[src/rtl/bru_cfg_pkg.sv]
// Default parameter values for the branch execution slice
`default_nettype none

package bru_cfg_pkg;

    //////////////////////////////////////////////////////////////////////
    // Return address stack

    // Entry count, power of two so the pointer wraps on its own
    localparam int ras_depth_default = 8;

    //////////////////////////////////////////////////////////////////////
    // Flush policy

    // Set: fetch is predicting, so flush only when the next PC is wrong
    // Clear: fetch always falls through, so flush on every taken branch
    localparam bit use_predictor_default = 1'b1;

    //////////////////////////////////////////////////////////////////////
    // Trace

    // Per-branch classification pulses toward the trace port
    localparam bit enable_trace_default = 1'b1;

endpackage

`default_nettype wire

[src/rtl/rv_isa_pkg.sv]
// RV32I word, address, instruction and field types; opcode, funct3 and link register encodings
`default_nettype none

package rv_isa_pkg;

    // Basic vector types
    typedef logic [31:0] word_t;
    typedef logic [31:0] addr_t;
    typedef logic [31:0] instr_t;
    typedef logic [4:0]  reg_idx_t;
    typedef logic [2:0]  fn3_t;

    //////////////////////////////////////////////////////////////////////
    // Opcodes for control transfer
    localparam logic [6:0] opc_branch = 7'b1100011;
    localparam logic [6:0] opc_jal    = 7'b1101111;
    localparam logic [6:0] opc_jalr   = 7'b1100111;

    //////////////////////////////////////////////////////////////////////
    // Conditional branch funct3 codes
    // Bit 0 inverts, bit 2 selects less-than, bit 1 selects unsigned
    localparam fn3_t fn3_beq  = 3'b000;
    localparam fn3_t fn3_bne  = 3'b001;
    localparam fn3_t fn3_blt  = 3'b100;
    localparam fn3_t fn3_bge  = 3'b101;
    localparam fn3_t fn3_bltu = 3'b110;
    localparam fn3_t fn3_bgeu = 3'b111;

    // Link registers, as used by the call and return hints
    localparam reg_idx_t reg_ra = 5'd1;
    localparam reg_idx_t reg_t0 = 5'd5;

endpackage

`default_nettype wire
[src/rtl/ras_if.sv]
// Return address stack interface with branch unit, stack and fetch modports
`default_nettype none
`timescale 1ns/10ps

interface ras_if;
    import rv_isa_pkg::*;

    // Stack updates from branch resolution
    logic  push;
    logic  pop;
    addr_t new_addr;

    // Stack top toward fetch
    addr_t top_addr;
    logic  valid;

    // Resolving side
    modport branch_unit (output push, pop, new_addr);

    // Storage side
    modport stack (input push, pop, new_addr, output top_addr, valid);

    // Prediction consumer
    modport fetch (input top_addr, valid);

endinterface

`default_nettype wire

[src/rtl/branch_exec_top.sv]
// Branch execution top: branch unit and return stack joined by the RAS interface
`default_nettype none
`timescale 1ns/10ps

module branch_exec_top #(
    parameter bit use_predictor = bru_cfg_pkg::use_predictor_default,
    parameter int ras_depth     = bru_cfg_pkg::ras_depth_default,
    parameter bit enable_trace  = bru_cfg_pkg::enable_trace_default
) (
    input  logic                clk,
    input  logic                rst,

    input  logic                new_request,
    input  rv_isa_pkg::instr_t  instruction,
    input  rv_isa_pkg::addr_t   pc,
    input  rv_isa_pkg::word_t   rs1_data,
    input  rv_isa_pkg::word_t   rs2_data,

    input  rv_isa_pkg::addr_t   dec_pc,
    input  logic                dec_pc_valid,

    output logic                branch_ex,
    output logic                branch_taken,
    output logic                flush,
    output rv_isa_pkg::addr_t   jump_pc,
    output rv_isa_pkg::addr_t   njump_pc,
    output rv_isa_pkg::addr_t   redirect_pc,

    // Return prediction toward fetch
    output rv_isa_pkg::addr_t   ras_addr,
    output logic                ras_valid,

    output logic                tr_correct,
    output logic                tr_mispredict,
    output logic                tr_return_mispredict
);

    logic tr_correct_int;
    logic tr_mispredict_int;
    logic tr_return_mispredict_int;

    ras_if ras_bus ();

    branch_unit #(
        .use_predictor (use_predictor)
    ) u_branch_unit (
        .clk                  (clk),
        .rst                  (rst),
        .new_request          (new_request),
        .instruction          (instruction),
        .pc                   (pc),
        .rs1_data             (rs1_data),
        .rs2_data             (rs2_data),
        .dec_pc               (dec_pc),
        .dec_pc_valid         (dec_pc_valid),
        .branch_ex            (branch_ex),
        .branch_taken         (branch_taken),
        .flush                (flush),
        .jump_pc              (jump_pc),
        .njump_pc             (njump_pc),
        .redirect_pc          (redirect_pc),
        .ras                  (ras_bus.branch_unit),
        .tr_correct           (tr_correct_int),
        .tr_mispredict        (tr_mispredict_int),
        .tr_return_mispredict (tr_return_mispredict_int)
    );

    return_stack #(
        .ras_depth (ras_depth)
    ) u_return_stack (
        .clk (clk),
        .rst (rst),
        .ras (ras_bus.stack)
    );

    // Fetch view of the stack top
    assign ras_addr  = ras_bus.top_addr;
    assign ras_valid = ras_bus.valid;

    // Trace port, tied low when not built in
    generate
        if (enable_trace) begin : g_trace
            assign tr_correct           = tr_correct_int;
            assign tr_mispredict        = tr_mispredict_int;
            assign tr_return_mispredict = tr_return_mispredict_int;
        end else begin : g_no_trace
            assign tr_correct           = 1'b0;
            assign tr_mispredict        = 1'b0;
            assign tr_return_mispredict = 1'b0;
        end
    endgenerate

endmodule

`default_nettype wire

[src/rtl/return_stack.sv]
// Circular return address stack with top pointer and saturating count
`default_nettype none
`timescale 1ns/10ps

module return_stack #(
    parameter int ras_depth = bru_cfg_pkg::ras_depth_default
) (
    input  logic    clk,
    input  logic    rst,
    ras_if.stack    ras
);
    import rv_isa_pkg::*;

    localparam int ptr_w = $clog2(ras_depth);

    typedef logic [ptr_w-1:0] ptr_t;
    typedef logic [ptr_w:0]   cnt_t;

    addr_t stack_mem [ras_depth];
    ptr_t  top_ptr;
    ptr_t  next_ptr;
    cnt_t  count;
    logic  empty;
    logic  full;

    assign empty = (count == '0);
    assign full  = (count == cnt_t'(ras_depth));

    // Slot above the current top
    assign next_ptr = top_ptr + 1'b1;

    //////////////////////////////////////////////////////////////////////
    // Pointer and occupancy

    always_ff @(posedge clk) begin
        if (rst) begin
            top_ptr <= '0;
            count   <= '0;
        end else if (ras.push && !ras.pop) begin
            top_ptr <= next_ptr;
            // Oldest entry is overwritten once full
            if (!full) begin
                count <= count + 1'b1;
            end
        end else if (ras.pop && !ras.push && !empty) begin
            top_ptr <= top_ptr - 1'b1;
            count   <= count - 1'b1;
        end
    end

    //////////////////////////////////////////////////////////////////////
    // Entry storage

    always_ff @(posedge clk) begin
        if (ras.push && ras.pop) begin
            // Pop and push together replace the top in place
            stack_mem[top_ptr] <= ras.new_addr;
        end else if (ras.push) begin
            stack_mem[next_ptr] <= ras.new_addr;
        end
    end

    assign ras.top_addr = stack_mem[top_ptr];
    assign ras.valid    = ~empty;

endmodule

`default_nettype wire

[src/rtl/branch_unit.sv]
// Branch execution unit: decode, target compute, hold for next PC, flush, RAS and trace
`default_nettype none
`timescale 1ns/10ps

module branch_unit #(
    parameter bit use_predictor = bru_cfg_pkg::use_predictor_default
) (
    input  logic                clk,
    input  logic                rst,

    // Issue
    input  logic                new_request,
    input  rv_isa_pkg::instr_t  instruction,
    input  rv_isa_pkg::addr_t   pc,
    input  rv_isa_pkg::word_t   rs1_data,
    input  rv_isa_pkg::word_t   rs2_data,

    // PC of the instruction now in decode
    input  rv_isa_pkg::addr_t   dec_pc,
    input  logic                dec_pc_valid,

    // Resolution
    output logic                branch_ex,
    output logic                branch_taken,
    output logic                flush,
    output rv_isa_pkg::addr_t   jump_pc,
    output rv_isa_pkg::addr_t   njump_pc,
    output rv_isa_pkg::addr_t   redirect_pc,

    ras_if.branch_unit          ras,

    // Trace
    output logic                tr_correct,
    output logic                tr_mispredict,
    output logic                tr_return_mispredict
);
    import rv_isa_pkg::*;

    logic [6:0] opcode;
    reg_idx_t   rd;
    reg_idx_t   rs1;
    fn3_t       fn3;

    logic       is_jal;
    logic       is_jalr;
    logic       rd_link;
    logic       rs1_link;
    logic       is_call;
    logic       is_return;
    logic       cond_taken;

    logic [19:0] jal_imm;
    logic [11:0] jalr_imm;
    logic [11:0] br_imm;
    word_t       pc_offset;
    addr_t       jump_base;
    addr_t       target_sum;

    logic       branch_held;
    logic       completing;
    logic       load_en;
    logic       mispredict;

    // Holding registers
    addr_t      jump_pc_r;
    addr_t      njump_pc_r;
    logic       cond_taken_r;
    logic       jump_r;
    logic       call_r;
    logic       return_r;

    //////////////////////////////////////////////////////////////////////
    // Decode

    assign opcode = instruction[6:0];
    assign rd     = instruction[11:7];
    assign fn3    = instruction[14:12];
    assign rs1    = instruction[19:15];

    assign is_jal  = (opcode == opc_jal);
    assign is_jalr = (opcode == opc_jalr);

    // x1 and x5 are the link registers
    assign rd_link  = (rd == reg_ra) || (rd == reg_t0);
    assign rs1_link = (rs1 == reg_ra) || (rs1 == reg_t0);

    assign is_call   = (is_jal | is_jalr) & rd_link;
    assign is_return = is_jalr & rs1_link & ~rd_link;

    branch_comparator u_cmp (
        .fn3   (fn3),
        .a     (rs1_data),
        .b     (rs2_data),
        .taken (cond_taken)
    );

    //////////////////////////////////////////////////////////////////////
    // Target

    // Scrambled immediate layouts
    assign jal_imm  = {instruction[31], instruction[19:12], instruction[20], instruction[30:21]};
    assign jalr_imm = instruction[31:20];
    assign br_imm   = {instruction[31], instruction[7], instruction[30:25], instruction[11:8]};

    always_comb begin
        if (is_jalr) begin
            pc_offset = word_t'(signed'(jalr_imm));
        end else if (is_jal) begin
            pc_offset = word_t'(signed'({jal_imm, 1'b0}));
        end else begin
            pc_offset = word_t'(signed'({br_imm, 1'b0}));
        end
    end

    // Register base for jalr, own PC otherwise
    assign jump_base  = is_jalr ? rs1_data : pc;
    assign target_sum = jump_base + pc_offset;

    //////////////////////////////////////////////////////////////////////
    // Hold until the next instruction reaches decode

    always_ff @(posedge clk) begin
        if (rst) begin
            branch_held <= 1'b0;
        end else if (new_request) begin
            branch_held <= 1'b1;
        end else if (dec_pc_valid) begin
            branch_held <= 1'b0;
        end
    end

    assign completing = branch_held & dec_pc_valid;

    // Free to capture when nothing is held or the held branch leaves now
    assign load_en = ~branch_held | completing;

    always_ff @(posedge clk) begin
        if (load_en) begin
            jump_pc_r    <= {target_sum[31:1], 1'b0};
            njump_pc_r   <= pc + 32'd4;
            cond_taken_r <= cond_taken;
            jump_r       <= is_jal | is_jalr;
            call_r       <= is_call;
            return_r     <= is_return;
        end
    end

    //////////////////////////////////////////////////////////////////////
    // Resolution

    // Valid alongside branch_ex
    assign branch_taken = jump_r | cond_taken_r;
    assign jump_pc      = jump_pc_r;
    assign njump_pc     = njump_pc_r;
    assign redirect_pc  = branch_taken ? jump_pc_r : njump_pc_r;
    assign branch_ex    = completing;

    // Bit 0 is not part of a fetch address
    assign mispredict = (dec_pc[31:1] != redirect_pc[31:1]);

    assign flush = completing & (use_predictor ? mispredict : branch_taken);

    // Stack update
    assign ras.push     = completing & call_r;
    assign ras.pop      = completing & return_r;
    assign ras.new_addr = njump_pc_r;

    //////////////////////////////////////////////////////////////////////
    // Trace

    assign tr_correct           = completing & ~return_r & ~mispredict;
    assign tr_mispredict        = completing & ~return_r & mispredict;
    assign tr_return_mispredict = completing & return_r & mispredict;

endmodule

`default_nettype wire

[src/rtl/branch_comparator.sv]
// Conditional branch comparator for the six RV32I branch conditions
`default_nettype none
`timescale 1ns/10ps

module branch_comparator (
    input  rv_isa_pkg::fn3_t  fn3,
    input  rv_isa_pkg::word_t a,
    input  rv_isa_pkg::word_t b,
    output logic              taken
);
    import rv_isa_pkg::*;

    logic use_signed;
    logic use_less_than;
    logic less_than;
    logic equal;
    logic raw_result;

    // Compare kind from funct3
    always_comb begin
        case (fn3)
            fn3_blt, fn3_bge: begin
                use_signed    = 1'b1;
                use_less_than = 1'b1;
            end
            fn3_bltu, fn3_bgeu: begin
                use_signed    = 1'b0;
                use_less_than = 1'b1;
            end
            default: begin
                use_signed    = 1'b0;
                use_less_than = 1'b0;
            end
        endcase
    end

    // One 33-bit signed compare covers both signed and unsigned cases
    assign less_than = signed'({use_signed & a[31], a}) < signed'({use_signed & b[31], b});
    assign equal     = (a == b);

    assign raw_result = use_less_than ? less_than : equal;

    // Odd codes are the negated forms (bne, bge, bgeu)
    assign taken = raw_result ^ fn3[0];

endmodule

`default_nettype wire

[config.mk]
export PLATFORM = sky130hd
export DESIGN_NAME = branch_exec_top
export DESIGN_NICKNAME = d
export VERILOG_FILES = /design/src/rtl/bru_cfg_pkg.sv /design/src/rtl/rv_isa_pkg.sv /design/src/rtl/ras_if.sv /design/src/rtl/branch_exec_top.sv /design/src/rtl/return_stack.sv /design/src/rtl/branch_unit.sv /design/src/rtl/branch_comparator.sv
export SDC_FILE = /design/constraint.sdc
export NUM_CORES = 1
export LEC_CHECK = 0
export BUFFER_PORTS_ARGS = -buffer_cell sky130_fd_sc_hd__buf_2
export CAP_MARGIN = 20
export CORE_UTILIZATION = 38
export CTS_CLUSTER_SIZE = 24
export DETAILED_ROUTE_END_ITERATION = 10
export GPL_ROUTABILITY_DRIVEN = 1
export PLACE_DENSITY = 0.64
export SETUP_SLACK_MARGIN = 0.15
export SLEW_MARGIN = 10
export SYNTH_ARGS = -nofsm -noshare
export SYNTH_HDL_FRONTEND = slang
export SYNTH_HIERARCHICAL = 1
export SYNTH_SLANG_ARGS = --single-unit
[constraint.sdc]
create_clock -name clk -period 5.75 [get_ports clk]
set_input_delay 1.15 -clock clk [delete_from_list [all_inputs] [get_ports clk]]
set_output_delay 1.15 -clock clk [all_outputs]
set_load 0.01 [all_outputs]
==> flow_summary.toml <==
[clocking]
root_buffer = "clkbuf_16"
clk_latency_ns = 0.51
cts_resized = 0
cts.sinks = 334
clockBufferDepth = 3
cts_tree = "done"
clk_pin_slew_ns = 0.06
hold_buffers = 0
cts_buffers = 34
cts_setup_buffers = 0
htreeDepth = 2

[drt]
drt-initial-drc-count = 734
routedWlPerCell_um = 22.2
drc = 0
vias = 10879
drt-vias-per-instance = 5.23
ant_nets = 0
drtPass1Iterations = 5
wl_um = 46200

[sta]
worst_clock_skew_ns = 0.00756
hold_viol = 0
worst_slew_pin_slew_ns = 1.00
maxSlewViolCount = 0
rsz0062_at_grt = "false"
fmax_mhz = 209
fin_setup_tns_ns = 0
hold_ws_ns = 0.521
relSlewSlack_pct = 33.2
min_period_ns = 4.79
fin_crit_sh_pct = 83.3
setup_violations = 0

[floorplan]
die_area_sq_um = 45800
die_w_um = 214
ios = 299
die_y_um = 214
core_sq_um = 44300
rows = 77
initial_core_util_pct = 38.6

[pwr]
power_uw = 5830
p_leak_uw = 0.00758
power-per-cell-area_nw_per_um2 = 290
ir_drop_v = 0.000155

[layout]
drive_gt1_share_pct = 36.2
nets = 1696
stdcell_count = 2081
fillers = 4021
layout_commonest_cell = "edfxtp_1"
layout_common_cells = "323 x edfxtp_1, 296 x buf_2, 78 x inv_1, 68 x mux2_2, 68 x ha_1"
syn2layout_area_growth_pct = 17.8
postLayoutCoreUtil_pct = 45.4

[global_route]
grt_pass1_wl_um = 67700
grt_pass1_vias = 10858
grt_max_degree = 69
track_usage_pct = 19.8
grt_overflow = 0
antenna_found_initial = 3

[setup_path]
slowest_delay_ns = 0.49
cp.required_ns = 6.00
worst_setup_path_start_kind = "input port"
cp_slowest_cell = "nor2_2"
crit_chain = "buf_2, or3b_4, nor2_2, buf_4, mux2_2, ha_1, a211oi_1, o211ai_1, a21boi_1, nand3_1, a31oi_1, o21bai_1, xor2_1"
worstPathArrival_ns = 5.04
crit_family = "compound AO/OA/AOI/OAI gates"
cp_max_fo = 22
worst_setup_path_end_kind = "flop"
crit_buf_inv = 2
critical_path_class = "in2reg"
reg2reg_slack_ns = 2.62

[logic_synthesis]
async_reset_ff_share_pct = 0
ys_ff_latch = 334
synth_top_cell_by_area = "edfxtp_1"
yosysUniqueCellTypes = 76
synthesis.area_sq_um = 17100
yosys_warnings = 6
synth.avg_cell_area_sq_um = 14.4
ys.flop_type = "edfxtp_1"
synth_area_leaders = "edfxtp_1 57%, mux4_2 8.4%, ha_1 5.0%"
netlist.area_leader.share_pct = 56.7
yosysSeqAreaShare_pct = 58.0
syn_inst = 1190
synth_fp_nets = 1423
synth_edf_count = 323

[placement]
dp_cells = 2019
hpwl_um = 34200
gp_congestion = 0.904
portBuffers = 296

[job]
drv_cap = 0

[min_path]
hold_path_class = "reg2reg"

[run_status]
status = "complete, no violations"
where the power goes:
group | total [uW] | internal, uW | leakage, uW | switching, uW
combinational | 854 | 341 | 0.00398 | 513
sequential | 2870 | 2770 | 0.00309 | 102
clock | 2110 | 1210 | 0.000510 | 892
total | 5830 | 4330 | 0.00758 | 1510
metal layers:
metal / GRT usage [%] / up-vias / part of all wire, %
met3: 3.32 / 75 / 5.3
met5: 0 / - / 0.030
met1: 25.1 / 5374 / 42
met2: 34.2 / 359 / 50
met4: 6.86 / 2 / 3.0
li1: - / 5069 / -
worst paths after layout:
kind / depth (start not counted) / endpoint / start
worst min-delay path: 1 / u_return_stack/count[3]$_SDFFE_PP0P_ / u_return_stack/count[3]$_SDFFE_PP0P_
worst max-delay path: 13 / u_branch_unit/jump_pc[25]$_DFFE_PP_ / instruction[3]
worst max register to register: 6 / u_return_stack/stack_mem[2][29]$_DFFE_PP_ / u_branch_unit/branch_held$_SDFFE_PP0P_
worst min register to register: 1 / u_return_stack/count[3]$_SDFFE_PP0P_ / u_return_stack/count[3]$_SDFFE_PP0P_
logic make-up (layout without fill, tap and decap cells):
kind of cell    after synthesis  in the layout  synth area share, %
xor+xnor                     98             98                 5.02
mux                         164            164                 14.8
other cells                   1              3               0.0219
flops                       334            334                 58.0
simple gates                212            212                 6.63
fa+ha+maj                    69             69                 5.10
compound gates              156            156                 6.12
buf+inv                     156            453                 4.25
sequential cells by signal (all words and copies together) (netlist names), 3 cells and up, named ones only:
name	flops
u_return_stack/stack_mem	256
u_branch_unit/njump_pc	32
u_branch_unit/jump_pc	31
u_return_stack/count	4
u_return_stack/top_ptr	3
cells in the mapped netlist, types with 10 or more instances:
library cell,number
a21o_1,13
edfxtp_1,323
nand3_1,24
nor2_1,44
mux2_2,68
dfxtp_1,11
buf_2,13
nand2_1,55
o21ai_0,25
buf_4,33
a21oi_1,48
ha_1,68
nor3_1,10
nand4_1,27
inv_1,78
mux2i_1,31
xnor2_1,48
mux4_2,64
xor2_1,50
clkbuf_1,26
a31oi_1,10
through the flow:
stage / worst slack, ns / instance area (sq um)
after floorplan: 0.987 / 17100
after global placement: 0.562 / 19100
after detailed placement: 0.477 / 19100
after CTS: 0.936 / 20100
after global routing: 0.757 / 20100
final: 0.959 / 20100
area by class of cell:
class / count / area, sq um / share of cell area, %
diodes: 2 / 5.00 / 0.0249
clock buffers: 44 / 910 / 4.52
clock inverters: 16 / 141 / 0.702
inverters: 80 / 300 / 1.49
multi-input cells: 700 / 6480 / 32.2
flip-flops and latches: 334 / 9920 / 49.3
well taps: 592 / 741 / 3.68
repair buffers: 313 / 1630 / 8.11
worst reg2reg max path: stages, from the launching register on:
cell and delay [ns]:
dfxtp_1 0.41, and3_1 0.33, nor2b_1 0.55, ha_1 0.23, nand2_1 0.15, nor2_2 0.60
buf_4 0.49
Power figures use the tool's default switching activity.
